==> src/modexp_pkg.sv <==
package modexp_pkg;

	// operand width for m, e, n and c
	localparam int OPW = 16;

	// exponent and multiplier bit counters, must reach OPW
	localparam int BITCNT_W = 5;

	// start sample to done, one cycle per bit plus the done cycle
	localparam int LAT_MULT = OPW + 1;

	// counter values the controllers compare against
	localparam logic [BITCNT_W-1:0] BIT_LAST = BITCNT_W'(OPW - 1);
	localparam logic [BITCNT_W-1:0] BIT_END = BITCNT_W'(OPW);
	localparam logic [BITCNT_W-1:0] MULT_END = BITCNT_W'(LAT_MULT - 1);

	// engine fsm encoding
	localparam int STATE_W = 3;
	localparam logic [STATE_W-1:0] ST_IDLE = 3'd0;
	// shift off leading zeros, then dispatch
	localparam logic [STATE_W-1:0] ST_SCAN = 3'd1;
	localparam logic [STATE_W-1:0] ST_SQUARE = 3'd2;
	localparam logic [STATE_W-1:0] ST_MULT = 3'd3;
	// result presented, waiting for out_ready
	localparam logic [STATE_W-1:0] ST_HOLD = 3'd4;

endpackage

==> src/modexp_regs_pkg.sv <==
package modexp_regs_pkg;

	// configuration bus widths
	localparam int REG_W = 16;
	localparam int ADDR_W = 2;

	// register map
	// modulus, read/write, writes dropped while busy
	localparam logic [ADDR_W-1:0] ADDR_MODULUS = 2'd0;
	// bit 0 busy, rest zero
	localparam logic [ADDR_W-1:0] ADDR_STATUS = 2'd1;
	// results delivered, wraps
	localparam logic [ADDR_W-1:0] ADDR_DONECNT = 2'd2;

	// modulus after reset, an odd prime
	localparam logic [REG_W-1:0] MODULUS_RST = 16'hFFF1;

endpackage

==> src/modexp_cfg_regs.sv <==
`timescale 1ns/100ps

module modexp_cfg_regs
(
	input  logic                                clk,
	input  logic                                rst,
	input  logic                                cfg_we,
	input  logic                                cfg_re,
	input  logic [modexp_regs_pkg::ADDR_W-1:0]  cfg_addr,
	input  logic [modexp_regs_pkg::REG_W-1:0]   cfg_wdata,
	output logic [modexp_regs_pkg::REG_W-1:0]   cfg_rdata,
	input  logic                                busy,
	input  logic                                done_pulse,
	output logic [modexp_pkg::OPW-1:0]          modulus
);

	// modulus register, read live by the engine
	logic [modexp_pkg::OPW-1:0] mod_r;
	// completed operation count
	logic [modexp_regs_pkg::REG_W-1:0] done_cnt;
	// status word, busy in bit 0
	logic [modexp_regs_pkg::REG_W-1:0] status_w;

	assign modulus = mod_r;
	assign status_w = {{(modexp_regs_pkg::REG_W-1){1'b0}}, busy};

	always_ff @(posedge clk or posedge rst)
	begin
		if (rst)
		begin
			mod_r <= modexp_regs_pkg::MODULUS_RST;
			done_cnt <= '0;
			cfg_rdata <= '0;
		end
		else
		begin
			// modulus must not move under a running operation
			if (cfg_we && !busy && (cfg_addr == modexp_regs_pkg::ADDR_MODULUS))
			begin
				mod_r <= cfg_wdata;
			end

			// one pulse per result taken, wraps at 16 bits
			if (done_pulse)
			begin
				done_cnt <= done_cnt + 1'b1;
			end

			// read data lands one cycle after cfg_re and holds
			if (cfg_re)
			begin
				case (cfg_addr)
					modexp_regs_pkg::ADDR_MODULUS: cfg_rdata <= mod_r;
					modexp_regs_pkg::ADDR_STATUS: cfg_rdata <= status_w;
					modexp_regs_pkg::ADDR_DONECNT: cfg_rdata <= done_cnt;
					// unmapped reads as zero
					default: cfg_rdata <= '0;
				endcase
			end
		end
	end

endmodule

==> src/modexp_engine.sv <==
`timescale 1ns/100ps

module modexp_engine
(
	input  logic                       clk,
	input  logic                       rst,
	input  logic                       in_valid,
	output logic                       in_ready,
	input  logic [modexp_pkg::OPW-1:0] in_m,
	input  logic [modexp_pkg::OPW-1:0] in_e,
	output logic                       out_valid,
	input  logic                       out_ready,
	output logic [modexp_pkg::OPW-1:0] out_c,
	input  logic [modexp_pkg::OPW-1:0] modulus,
	output logic                       busy,
	output logic                       done_pulse
);

	// control
	logic [modexp_pkg::STATE_W-1:0] state;
	// exponent bits consumed so far
	logic [modexp_pkg::BITCNT_W-1:0] bitcnt;
	logic first_one;
	logic mm_start;
	logic last_bit;

	// result, shifting exponent and latched base
	logic [modexp_pkg::OPW-1:0] creg;
	logic [modexp_pkg::OPW-1:0] ereg;
	logic [modexp_pkg::OPW-1:0] mreg;
	logic [modexp_pkg::OPW-1:0] one_mod_n;

	// multiplier side
	logic [modexp_pkg::OPW-1:0] mm_a;
	logic [modexp_pkg::OPW-1:0] mm_b;
	logic [modexp_pkg::OPW-1:0] mm_n;
	logic [modexp_pkg::OPW-1:0] mm_p;
	logic mm_done;

	assign in_ready = (state == modexp_pkg::ST_IDLE);
	assign out_valid = (state == modexp_pkg::ST_HOLD);
	assign out_c = creg;
	assign busy = !in_ready;
	assign done_pulse = out_valid && out_ready;

	// the bit now leaving ereg is the lowest one
	assign last_bit = (bitcnt == modexp_pkg::BIT_LAST);
	// 1 mod n, zero only when n is 1
	assign one_mod_n = {{(modexp_pkg::OPW-1){1'b0}}, |modulus[modexp_pkg::OPW-1:1]};

	// square uses result twice, multiply takes m as second operand
	assign mm_a = creg;
	assign mm_b = (state == modexp_pkg::ST_MULT) ? mreg : creg;
	// modulus is frozen by the register block while busy
	assign mm_n = modulus;

	always_ff @(posedge clk or posedge rst)
	begin
		if (rst)
		begin
			state <= modexp_pkg::ST_IDLE;
			bitcnt <= '0;
			first_one <= 1'b0;
			mm_start <= 1'b0;
		end
		else
		begin
			mm_start <= 1'b0;
			case (state)
				modexp_pkg::ST_IDLE:
					if (in_valid)
					begin
						bitcnt <= '0;
						first_one <= 1'b0;
						// zero exponent, nothing to scan
						state <= (in_e == '0) ? modexp_pkg::ST_HOLD : modexp_pkg::ST_SCAN;
					end
				modexp_pkg::ST_SCAN:
					if (first_one)
					begin
						// top one was also the lowest bit
						if (bitcnt == modexp_pkg::BIT_END)
						begin
							state <= modexp_pkg::ST_HOLD;
						end
						else
						begin
							state <= modexp_pkg::ST_SQUARE;
							mm_start <= 1'b1;
						end
					end
					else
					begin
						bitcnt <= bitcnt + 1'b1;
						first_one <= ereg[modexp_pkg::OPW-1];
					end
				modexp_pkg::ST_SQUARE:
					if (mm_done)
					begin
						if (ereg[modexp_pkg::OPW-1])
						begin
							state <= modexp_pkg::ST_MULT;
							mm_start <= 1'b1;
						end
						else
						begin
							// zero bit, square only
							bitcnt <= bitcnt + 1'b1;
							state <= last_bit ? modexp_pkg::ST_HOLD : modexp_pkg::ST_SQUARE;
							mm_start <= !last_bit;
						end
					end
				modexp_pkg::ST_MULT:
					if (mm_done)
					begin
						bitcnt <= bitcnt + 1'b1;
						state <= last_bit ? modexp_pkg::ST_HOLD : modexp_pkg::ST_SQUARE;
						mm_start <= !last_bit;
					end
				modexp_pkg::ST_HOLD:
					// back-pressure keeps us here with in_ready low
					if (out_ready)
					begin
						state <= modexp_pkg::ST_IDLE;
					end
				default:
					state <= modexp_pkg::ST_IDLE;
			endcase
		end
	end

	// datapath follows the fsm
	always_ff @(posedge clk)
	begin
		case (state)
			modexp_pkg::ST_IDLE:
				if (in_valid)
				begin
					mreg <= in_m;
					ereg <= in_e;
					// final value for e == 0, overwritten otherwise
					creg <= one_mod_n;
				end
			modexp_pkg::ST_SCAN:
				if (!first_one)
				begin
					ereg <= {ereg[modexp_pkg::OPW-2:0], 1'b0};
					// first one loads m, no multiply needed
					if (ereg[modexp_pkg::OPW-1])
					begin
						creg <= mreg;
					end
				end
			modexp_pkg::ST_SQUARE:
				if (mm_done)
				begin
					creg <= mm_p;
					// set bit stays on top for the multiply
					if (!ereg[modexp_pkg::OPW-1])
					begin
						ereg <= {ereg[modexp_pkg::OPW-2:0], 1'b0};
					end
				end
			modexp_pkg::ST_MULT:
				if (mm_done)
				begin
					creg <= mm_p;
					ereg <= {ereg[modexp_pkg::OPW-2:0], 1'b0};
				end
			default:
				begin
				end
		endcase
	end

	modmult_serial mult_i
	(
		.clk   (clk),
		.rst   (rst),
		.start (mm_start),
		.a     (mm_a),
		.b     (mm_b),
		.n     (mm_n),
		.done  (mm_done),
		.p     (mm_p)
	);

endmodule

==> src/modexp_top.sv <==
`timescale 1ns/100ps

module modexp_top
(
	input  logic                               clk,
	input  logic                               rst,
	// operand port
	input  logic                               in_valid,
	output logic                               in_ready,
	input  logic [modexp_pkg::OPW-1:0]         in_m,
	input  logic [modexp_pkg::OPW-1:0]         in_e,
	// result port
	output logic                               out_valid,
	input  logic                               out_ready,
	output logic [modexp_pkg::OPW-1:0]         out_c,
	// configuration port
	input  logic                               cfg_we,
	input  logic                               cfg_re,
	input  logic [modexp_regs_pkg::ADDR_W-1:0] cfg_addr,
	input  logic [modexp_regs_pkg::REG_W-1:0]  cfg_wdata,
	output logic [modexp_regs_pkg::REG_W-1:0]  cfg_rdata
);

	// between register block and engine
	logic [modexp_pkg::OPW-1:0] modulus;
	logic busy;
	logic done_pulse;

	modexp_cfg_regs cfg_regs_i
	(
		.clk        (clk),
		.rst        (rst),
		.cfg_we     (cfg_we),
		.cfg_re     (cfg_re),
		.cfg_addr   (cfg_addr),
		.cfg_wdata  (cfg_wdata),
		.cfg_rdata  (cfg_rdata),
		.busy       (busy),
		.done_pulse (done_pulse),
		.modulus    (modulus)
	);

	modexp_engine engine_i
	(
		.clk        (clk),
		.rst        (rst),
		.in_valid   (in_valid),
		.in_ready   (in_ready),
		.in_m       (in_m),
		.in_e       (in_e),
		.out_valid  (out_valid),
		.out_ready  (out_ready),
		.out_c      (out_c),
		.modulus    (modulus),
		.busy       (busy),
		.done_pulse (done_pulse)
	);

endmodule

==> src/modmult_serial.sv <==
`timescale 1ns/100ps

module modmult_serial
(
	input  logic                       clk,
	input  logic                       rst,
	input  logic                       start,
	input  logic [modexp_pkg::OPW-1:0] a,
	input  logic [modexp_pkg::OPW-1:0] b,
	input  logic [modexp_pkg::OPW-1:0] n,
	output logic                       done,
	output logic [modexp_pkg::OPW-1:0] p
);

	// control
	logic run;
	logic [modexp_pkg::BITCNT_W-1:0] cnt;

	// operands captured on the start edge
	logic [modexp_pkg::OPW-1:0] a_r;
	logic [modexp_pkg::OPW-1:0] b_r;
	logic [modexp_pkg::OPW-1:0] n_r;

	// accumulator with one spare bit
	logic [modexp_pkg::OPW:0] acc;

	// one interleaved step, 2*acc + a can reach 3n so two more bits
	logic [modexp_pkg::OPW+1:0] t_add;
	logic [modexp_pkg::OPW+1:0] t_sub1;
	logic [modexp_pkg::OPW+1:0] t_sub2;
	logic [modexp_pkg::OPW+1:0] n_ext;

	assign n_ext = {2'b00, n_r};
	// msb of b first
	assign t_add = {acc, 1'b0} + (b_r[modexp_pkg::OPW-1] ? {2'b00, a_r} : '0);
	// at most two subtractions bring it back below n
	assign t_sub1 = (t_add >= n_ext) ? (t_add - n_ext) : t_add;
	assign t_sub2 = (t_sub1 >= n_ext) ? (t_sub1 - n_ext) : t_sub1;

	// acc stays put after the last step, so p holds through done
	assign p = acc[modexp_pkg::OPW-1:0];

	always_ff @(posedge clk or posedge rst)
	begin
		if (rst)
		begin
			run <= 1'b0;
			cnt <= '0;
			done <= 1'b0;
		end
		else
		begin
			done <= 1'b0;
			if (start)
			begin
				run <= 1'b1;
				cnt <= '0;
			end
			else if (run)
			begin
				// OPW steps, then one cycle to flag done
				if (cnt == modexp_pkg::MULT_END)
				begin
					run <= 1'b0;
					done <= 1'b1;
				end
				else
				begin
					cnt <= cnt + 1'b1;
				end
			end
		end
	end

	// datapath
	always_ff @(posedge clk)
	begin
		if (start)
		begin
			a_r <= a;
			b_r <= b;
			n_r <= n;
			acc <= '0;
		end
		else if (run && (cnt != modexp_pkg::MULT_END))
		begin
			acc <= t_sub2[modexp_pkg::OPW:0];
			b_r <= {b_r[modexp_pkg::OPW-2:0], 1'b0};
		end
	end

endmodule

==> config.mk <==
export PLATFORM = sky130hd
export DESIGN_NAME = modexp_top
export DESIGN_NICKNAME = d
export VERILOG_FILES = /design/src/modexp_pkg.sv /design/src/modexp_regs_pkg.sv /design/src/modexp_cfg_regs.sv /design/src/modexp_engine.sv /design/src/modexp_top.sv /design/src/modmult_serial.sv
export SDC_FILE = /design/constraint.sdc
export NUM_CORES = 1
export LEC_CHECK = 0
export BUFFER_PORTS_ARGS = -buffer_cell sky130_fd_sc_hd__buf_4
export CAP_MARGIN = 20
export CORE_ASPECT_RATIO = 0.8
export CORE_MARGIN = 10
export CORE_UTILIZATION = 35
export CTS_CLUSTER_SIZE = 28
export DETAILED_ROUTE_END_ITERATION = 10
export PLACE_DENSITY = 0.59
export SLEW_MARGIN = 20
export SYNTH_ARGS = -nofsm -noshare
export SYNTH_HDL_FRONTEND = slang
export SYNTH_SLANG_ARGS = --single-unit
==> constraint.sdc <==
create_clock -name clk -period 6.2 [get_ports clk]
set_input_delay 1.24 -clock clk [delete_from_list [all_inputs] [get_ports clk]]
set_output_delay 1.24 -clock clk [all_outputs]
set_load 0.05 [all_outputs]
==> results.py, run 1 <==
metrics = {
    "critical_path": {
        "crit_buf_inv": 2,
        "crit_required_ns": 6.55,
        "start_kind": "flip-flop",
        "worst-path-max-fanout": 9,
        "crit_arrival_ns": 6.68,
        "critPathTopFamily": "compound AO/OA/AOI/OAI gates",
        "critPathMaxStageDelay_ns": 0.42,
        "crit_path_top_delay_cell": "edfxtp_1",
        "critPathKind": "flip-flop to flip-flop",
        "endpoint_kind": "flip-flop",
    },
    "placed_design": {
        "hpwl_um": 21140,
        "gp_congestion": 0.9136,
        "place.port_buffers": 89,
        "pre_cts_slack_ns": -0.2617,
    },
    "die": {
        "ios": 90,
        "start_util_pct": 35.41,
        "dieWidth_um": 208.9,
        "die_area_um2": 35740,
        "rows": 55,
        "die_h_um": 171.1,
        "core-area_um2": 28210,
    },
    "detailed_routing": {
        "vias": 7772,
        "detail-route-antenna-nets": 0,
        "drt_pass1_iterations": 5,
        "wl_per_cell_um": 18.41,
        "routed_wl_um": 27520,
        "drtIter0Drc": 625,
        "drc": 0,
        "routed_via_density": 5.199,
    },
    "logic_synthesis": {
        "syn_nets": 1025,
        "netlist_instances": 913,
        "ys_seq_area_share_pct": 48.71,
        "synth_top_area_share_pct": 28.86,
        "synthArstFlopShare_pct": 36.52,
        "yosysTopAreaCell": "edfxtp_1",
        "synth_area_um2": 9990,
        "synth_cell_type_count": 71,
        "synth-edff-count": 96,
        "ys_ff_latch": 178,
        "avgSynthCellArea_um2": 10.94,
        "yosysWarnings": 0,
        "synthTopCellsByArea": "edfxtp_1 (29%), dfrtp_1 (13%), ha_1 (6.6%)",
        "ys.flop_type": "edfxtp_1",
    },
    "global_routing": {
        "grt_usage_pct": 15.23,
        "grt_busiest_layer": "met2",
        "met2_usage_pct": 22.26,
        "antenna_found_initial": 0,
        "grt_pass1_vias": 7797,
        "grt_util_met3_pct": 3.461,
        "met1_usage_pct": 22.13,
        "grt_overflow": 0,
        "grt_pass1_wl_um": 43410,
        "grt_start_max_net_pins": 88,
    },
    "cts": {
        "cts_buffers": 17,
        "clock-sinks": 178,
        "clock_path_buffers": 2,
        "root_buffer": "clkbuf_16",
        "clk_latency_ns": 0.44,
        "path_clk_slew_ns": 0.07,
        "h-tree-depth": 4,
        "cts_tree": "yes",
        "hold_buffers": 0,
    },
    "timing": {
        "rsz0062_at_grt": "true",
        "setup_slack_ns": -0.1306,
        "worst_hold_slack_ns": 0.4749,
        "max_freq_mhz": 158.0,
        "finalSetupViolCount": 16,
        "min_period_ns": 6.331,
        "finalMaxSlewViolations": 0,
        "worst_slew_pin_slew_ns": 0.9947,
        "period_share_pct": 102.1,
        "max-slew-margin-rel_pct": 33.53,
        "fin_worst_skew_ns": 0.01439,
        "finalHoldViolations": 0,
    },
    "run_status": {
        "outcome": "finished with violations",
        "violations": "setup timing",
    },
    "layout": {
        "fill_cells": 2644,
        "post-route-util_pct": 45.24,
        "syn2layout_area_growth_pct": 27.78,
        "finalNetCount": 1224,
        "drive_gt1_share_pct": 29.87,
        "diodes": 0,
    },
    "worst_hold_path": {
        "hp-class": "flip-flop to flip-flop",
    },
    "run": {
        "maxCapViolCount": 0,
    },
}
-- synth_stat cells, drive strengths merged, types with 4 or more instances --
cell type and instances:
nand4 14, nor2 88, xnor2 40, dfrtp 52
o21a 12, a21oi 60, a21o 16, edfxtp 96
dfxtp 17, a31oi 7, dfstp 13, o221ai 4
buf 4, or2 4, nor4 9, a22o 29
inv 56, clkbuf 28, nand2b 8, o21bai 5
a211oi 18, mux2i 43, ha 53, o21ai 25
o22ai 17, nor3 8, nand2 38, xor2 17
mux2 32, nand3 16, nor2b 7, and3 11
and2 20
-- registers in the layout, summed over array words and instances (netlist names), 3 cells and up --
| register | cells |
|---|---|
| engine_i.bitcnt | 5 |
| cfg_regs_i.cfg_rdata | 16 |
| engine_i.mult_i.cnt | 5 |
| cfg_regs_i.done_cnt | 16 |
| engine_i.state | 3 |
| cfg_regs_i.modulus | 16 |
| engine_i.mult_i.b_r | 16 |
| engine_i.mult_i.acc | 17 |
| engine_i.mult_i.a_r | 16 |
| engine_i.ereg | 16 |
| engine_i.out_c | 16 |
| engine_i.mult_i.n_r | 16 |
| engine_i.mreg | 16 |
-- worst reg2reg max path: cells and delay by family (launching register included) --
kind | cells | cell delay, ns
adder cells (fa/ha/maj) | 4 | 1.04
multiplexers | 1 | 0.13
XOR/XNOR | 1 | 0.10
flip-flops | 1 | 0.42
AND/OR/NAND/NOR | 11 | 1.74
buffers and inverters | 2 | 0.38
AO/OA/AOI/OAI | 11 | 2.45
-- path summary, 6_finish.rpt --
| path | startpoint | end | cells after the start | slack, ns |
|---|---|---|---|---|
| hold reg to reg | cfg_regs_i.done_cnt[15] | cfg_regs_i.done_cnt[15] | 1 | 0.47 |
| setup / recovery | engine_i.mult_i.b_r[15] | engine_i.mult_i.acc[6] | 30 | -0.13 |
| hold / removal | cfg_regs_i.done_cnt[15] | cfg_regs_i.done_cnt[15] | 1 | 0.47 |
| max in group asynchronous | rst | engine_i.mm_start | 3 | 4.57 |
| setup reg to reg | engine_i.mult_i.b_r[15] | engine_i.mult_i.acc[6] | 30 | -0.13 |
| min in group asynchronous | rst | engine_i.bitcnt[3] | 3 | 1.05 |
-- per-stage QoR --
stage	instances	setup TNS, ns	instance area (um^2)
6_report	1495	-1.379	12760
5_1_grt	1495	-7.148	12760
4_1_cts	1490	-1.761	12550
3_5_place_dp	1449	-3.305	11850
3_3_place_gp	1449	-1.007	11850
2_1_floorplan	913	0	10040
-- cell type report --
| class | count | area [um^2] | area share (%) |
|---|---|---|---|
| inverters | 56 | 210.2 | 1.647 |
| clock inverters | 13 | 133.9 | 1.049 |
| multi-input cells | 648 | 5020 | 39.33 |
| well taps | 370 | 462.9 | 3.627 |
| flip-flops and latches | 178 | 4867 | 38.13 |
| repair buffers | 211 | 1595 | 12.50 |
| clock buffers | 19 | 475.5 | 3.725 |
-- metal layers --
metal  wire length [um]  vias up  share of wire [%]
li1                   -     3789                  -
met1              14130     3792                 51
met2              11820      173                 43
met3               1267       18                4.6
met4                306        0                1.1
met5                  0        -                  0
-- kinds of logic after synthesis --
logic type / share of synthesized area, %
flops: 48.71
xor+xnor: 4.998
compound gates: 15.99
fa+ha+maj: 7.240
mux: 8.041
buf+inv: 3.469
simple gates: 11.55
-- repair_timing --
action	in CTS	in global routing
gates resized for setup	6	31
pin swaps	12	15
endpoints found under the setup margin	17	17
setup buffers	8	5
gates cloned	1	0
-- placed cells by master, fill, tap and decap left out, types with 12 or more instances in the layout --
| cell | instances |
|---|---|
| a211oi_1 | 13 |
| a21o_1 | 16 |
| a21oi_1 | 55 |
| a22o_1 | 29 |
| and2_1 | 19 |
| buf_4 | 208 |
| clkbuf_16 | 19 |
| dfrtp_1 | 51 |
| dfstp_2 | 13 |
| dfxtp_1 | 17 |
| edfxtp_1 | 96 |
| ha_1 | 48 |
| inv_1 | 54 |
| mux2_2 | 22 |
| mux2i_1 | 41 |
| nand2_1 | 36 |
| nand3_1 | 16 |
| nand4_1 | 13 |
| nor2_1 | 83 |
| o21a_1 | 12 |
| o21ai_0 | 18 |
| o22ai_1 | 16 |
| xnor2_1 | 31 |
| xor2_1 | 17 |
Power of run 1 is left out: the tool's default activity adds up to more than one toggle a clock period on the data nets, which glitch-free logic cannot reach.
==> run 2, diff against run 1 <==
Settings changed: PLACE_DENSITY 0.59 to 0.57.
Clock period 6.2 ns to 6.55 ns, I/O delays scaled along.
==> results.py, run 2 (same netlist as run 1, synthesis figures left out) <==
metrics = {
    "layout": {
        "regMostFlops": "engine_i.mult_i.acc",
        "mostFrequentLayoutCells": "buf_4 (144), edfxtp_1 (96), nor2_1 (84)",
        "syn2layout_area_growth_pct": 23.80,
        "drive_gt1_share_pct": 26.74,
        "largest_register_ffs": 17,
        "final_cell_area_um2": 12370,
        "finalNetCount": 1165,
        "diodes": 0,
        "final_common_cell": "buf_4",
    },
    "cts": {
        "cts_tree": "yes",
        "path_clk_slew_ns": 0.07,
        "clock-sinks": 178,
        "clock_path_buffers": 2,
        "cts_buffers": 17,
        "h-tree-depth": 4,
        "root_buffer": "clkbuf_16",
        "clk_latency_ns": 0.44,
    },
    "critical_path": {
        "regToRegSetupSlack_ns": 0.12,
        "start_kind": "flip-flop",
        "crit_required_ns": 6.91,
        "critPathKind": "flip-flop to flip-flop",
        "endpoint_kind": "flip-flop",
        "worst-path-max-fanout": 7,
        "r2r_cells": 31,
        "r2r-end": "engine_i.mult_i.acc[4]",
        "crit_arrival_ns": 6.79,
        "critPathMaxStageDelay_ns": 0.42,
        "crit_path_top_delay_cell": "edfxtp_1",
        "rr_startpoint": "engine_i.mult_i.b_r[15]",
    },
    "placed_design": {
        "gp_congestion": 0.9083,
        "place.port_buffers": 89,
        "pre_cts_slack_ns": -0.1573,
        "dpl_cell_area_um2": 11320,
        "hpwl_um": 19590,
    },
    "die": {
        "ios": 90,
        "die_area_um2": 35740,
        "rows": 55,
        "dieWidth_um": 208.9,
        "start_util_pct": 35.41,
        "die_h_um": 171.1,
        "core-area_um2": 28210,
    },
    "detailed_routing": {
        "wl_per_cell_um": 18.49,
        "drtIter0Drc": 455,
        "routed_wl_um": 26560,
        "drc": 0,
        "detail-route-antenna-nets": 0,
        "drt_pass1_iterations": 5,
        "routed_via_density": 5.231,
        "vias": 7512,
    },
    "timing": {
        "finalHoldViolations": 0,
        "setup_slack_ns": 0.1188,
        "min_period_ns": 6.431,
        "max_freq_mhz": 155.5,
        "max-slew-margin-rel_pct": 29.25,
        "rsz0062_at_grt": "true",
        "finalSetupViolCount": 0,
        "fin_worst_skew_ns": 0.01361,
        "finalMaxSlewViolations": 0,
        "worst_hold_slack_ns": 0.4731,
        "finalSetupTns_ns": 0,
        "period_share_pct": 98.19,
        "worst_slew_pin_slew_ns": 1.059,
    },
    "run_status": {
        "outcome": "finished clean",
    },
    "global_routing": {
        "antenna_found_initial": 0,
        "grt_pass1_vias": 7520,
        "grt_pass1_wl_um": 41970,
        "grt_start_max_net_pins": 88,
        "grt_usage_pct": 14.67,
        "grt_overflow": 0,
    },
    "worst_hold_path": {
        "hold-path-endpoint": "cfg_regs_i.done_cnt[15]",
        "hp-start": "cfg_regs_i.done_cnt[15]",
        "min_delay_path_depth": 1,
        "hp-class": "flip-flop to flip-flop",
    },
    "run": {
        "maxCapViolCount": 0,
    },
}
-- run 2: cell count changes in the layout (fill, tap and decap cells not counted), sizes merged --
cell      change
clkinv        -1
buf          -60
clkinvlp      +2
-- run 2: worst max path at each step --
stage | from | end | depth (start not counted)
detailed placement | engine_i.mult_i.b_r[15] | engine_i.mult_i.acc[7] | 28
floorplan | engine_i.mult_i.b_r[15] | engine_i.mult_i.acc[15] | 28
global route | engine_i.mult_i.b_r[15] | engine_i.mult_i.acc[4] | 30
global placement | engine_i.mult_i.b_r[15] | engine_i.mult_i.acc[2] | 28
CTS | engine_i.mult_i.b_r[15] | engine_i.mult_i.acc[15] | 29
finish | engine_i.mult_i.b_r[15] | engine_i.mult_i.acc[4] | 31
-- run 2: metrics by stage --
step,instances,utilization [%]
global route,1436,43.83
global placement,1385,40.13
finish,1436,43.83
floorplan,913,-
detailed placement,1385,40.13
CTS,1423,42.45
-- run 2: critical path, delay by kind of cell, from the launching register on --
family / cells / cell delay (ns)
and+or+nand+nor: 10 / 1.34
adders and majority gates: 5 / 1.33
AOI/OAI and AO/OA: 12 / 2.54
DFF: 1 / 0.42
muxes: 1 / 0.15
xor gates and xnor gates: 1 / 0.24
buffers and inverters: 2 / 0.33
-- run 2: what timing repair did --
action | CTS | global route
setup buffers | 5 | 12
gates cloned | 1 | 1
hold buffers | 0 | 0
pin swaps | 8 | 38
resized for setup | 7 | 56
setup endpoints to repair | 17 | 17
-- run 2: area by class of cell --
cell class	instances	area, um^2
Inverter	56	210.2
Clock inverter	14	142.6
Timing Repair Buffer	152	1194
Clock buffer	18	429.2
Fill cell	2663	15850
Tap cell	370	462.9
Multi-Input combinational cell	648	5061
Sequential cell	178	4867
-- run 2: routing by layer --
metal | wire length [um] | share of wire (%) | GRT usage (%)
met1 | 13460 | 51 | 21.02
met2 | 11680 | 44 | 22.22
met3 | 1182 | 4.5 | 2.787
met4 | 235 | 0.88 | 3.590
met5 | 0 | 0 | 0
Power of run 2 is left out for the same reason.
==> run 3, diff against run 2 <==
Clock period 6.55 ns to 6.4 ns, I/O delays scaled along.
==> results.py, run 3 (same netlist as run 1, synthesis figures left out) <==
metrics = {
    "run_status": {
        "outcome": "finished clean",
    },
    "detailed_routing": {
        "drtIter0Drc": 488,
        "vias": 7545,
        "wl_per_cell_um": 18.54,
        "routed_via_density": 5.214,
        "detail-route-antenna-nets": 0,
        "routed_wl_um": 26830,
        "drt_pass1_iterations": 5,
        "drc": 0,
    },
    "critical_path": {
        "crit_required_ns": 6.72,
        "critPathMaxStageDelay_ns": 0.43,
        "crit_arrival_ns": 6.62,
        "worst-path-max-fanout": 7,
        "endpoint_kind": "flip-flop",
        "start_kind": "flip-flop",
        "critPathKind": "flip-flop to flip-flop",
        "crit_path_top_delay_cell": "edfxtp_1",
    },
    "cts": {
        "clock_path_buffers": 2,
        "h-tree-depth": 4,
        "clock-sinks": 178,
        "root_buffer": "clkbuf_16",
        "hold_buffers": 0,
        "clk_latency_ns": 0.44,
        "cts_buffers": 17,
        "path_clk_slew_ns": 0.07,
        "cts_tree": "yes",
    },
    "timing": {
        "finalHoldViolations": 0,
        "worst_hold_slack_ns": 0.4836,
        "max_freq_mhz": 158.8,
        "rsz0062_at_grt": "true",
        "max-slew-margin-rel_pct": 29.68,
        "fin_worst_skew_ns": 0.01184,
        "finalMaxSlewViolations": 0,
        "worst_slew_pin_slew_ns": 1.055,
        "period_share_pct": 98.41,
        "min_period_ns": 6.298,
        "finalSetupViolCount": 0,
    },
    "die": {
        "die_h_um": 171.1,
        "ios": 90,
        "rows": 55,
        "core-area_um2": 28210,
        "start_util_pct": 35.41,
        "dieWidth_um": 208.9,
        "die_area_um2": 35740,
    },
    "global_routing": {
        "grt_usage_pct": 14.75,
        "grt_pass1_vias": 7422,
        "grt_overflow": 0,
        "grt_pass1_wl_um": 41910,
        "antenna_found_initial": 0,
        "grt_start_max_net_pins": 89,
    },
    "placed_design": {
        "gp_congestion": 0.9227,
        "hpwl_um": 20000,
        "place.port_buffers": 89,
        "dpl_cell_area_um2": 11440,
    },
    "layout": {
        "finalNetCount": 1176,
        "final_common_cell": "buf_4",
        "mostFrequentLayoutCells": "buf_4 (157), edfxtp_1 (96), nor2_1 (81)",
        "diodes": 0,
        "post-route-util_pct": 44.47,
        "largest_register_ffs": 17,
        "syn2layout_area_growth_pct": 25.59,
        "drive_gt1_share_pct": 28.97,
        "fill_cells": 2651,
        "final_cell_area_um2": 12550,
        "regMostFlops": "engine_i.mult_i.acc",
    },
    "run": {
        "maxCapViolCount": 0,
    },
    "worst_hold_path": {
        "hp-class": "flip-flop to flip-flop",
    },
}
-- run 3: timing repair --
item / in CTS / in global routing
resized for setup: 6 / 79
pin swaps: 9 / 40
cloned: 0 / 0
setup buffers: 6 / 11
setup endpoints to repair: 17 / 17
-- run 3: layer usage --
| layer | track usage, % | wire length [um] | up-vias |
|---|---|---|---|
| li1 | - | - | 3686 |
| met1 | 21.83 | 13750 | 3698 |
| met2 | 21.32 | 11760 | 149 |
| met3 | 3.243 | 1113 | 12 |
| met4 | 3.185 | 202 | 0 |
| met5 | 0 | 0 | - |
-- run 3: worst paths after layout --
check	start	endpoint	slack, ns	cells after the start
worst max register to register	engine_i.mult_i.b_r[15]	engine_i.mult_i.acc[10]	0.10	28
worst min register to register	cfg_regs_i.done_cnt[15]	cfg_regs_i.done_cnt[15]	0.48	1
min in group asynchronous	rst	engine_i.bitcnt[1]	1.10	3
worst max-delay path	engine_i.mult_i.b_r[15]	engine_i.mult_i.acc[10]	0.10	28
max in group asynchronous	rst	engine_i.mm_start	4.73	3
worst min-delay path	cfg_regs_i.done_cnt[15]	cfg_regs_i.done_cnt[15]	0.48	1
-- run 3: layout make-up --
| cell class | count | area [um^2] | area share (%) |
|---|---|---|---|
| clock buffers | 18 | 439.2 | 3.501 |
| flip-flops and latches | 178 | 4867 | 38.80 |
| inverters | 56 | 210.2 | 1.675 |
| clock inverters | 14 | 142.6 | 1.137 |
| repair buffers | 164 | 1257 | 10.02 |
| well taps | 370 | 462.9 | 3.690 |
| multi-input cells | 647 | 5166 | 41.18 |
-- run 3: metrics by stage --
stage	instances	worst slack [ns]	setup TNS, ns
2_1_floorplan	913	0.001021	0
3_3_place_gp	1398	-0.01897	-0.08673
3_5_place_dp	1398	-0.1714	-1.653
4_1_cts	1436	0.02473	0
5_1_grt	1447	-0.1968	-2.161
6_report	1447	0.1016	0
-- run 3: worst max-delay path, delay by kind of cell (launching register included) --
kind / cells / cell delay (ns)
and+or+nand+nor: 10 / 1.58
DFF: 1 / 0.43
muxes: 1 / 0.36
buffers and inverters: 2 / 0.33
adders and majority gates: 4 / 1.09
AOI/OAI and AO/OA: 10 / 2.18
xor gates and xnor gates: 1 / 0.20
Power of run 3 is left out for the same reason.
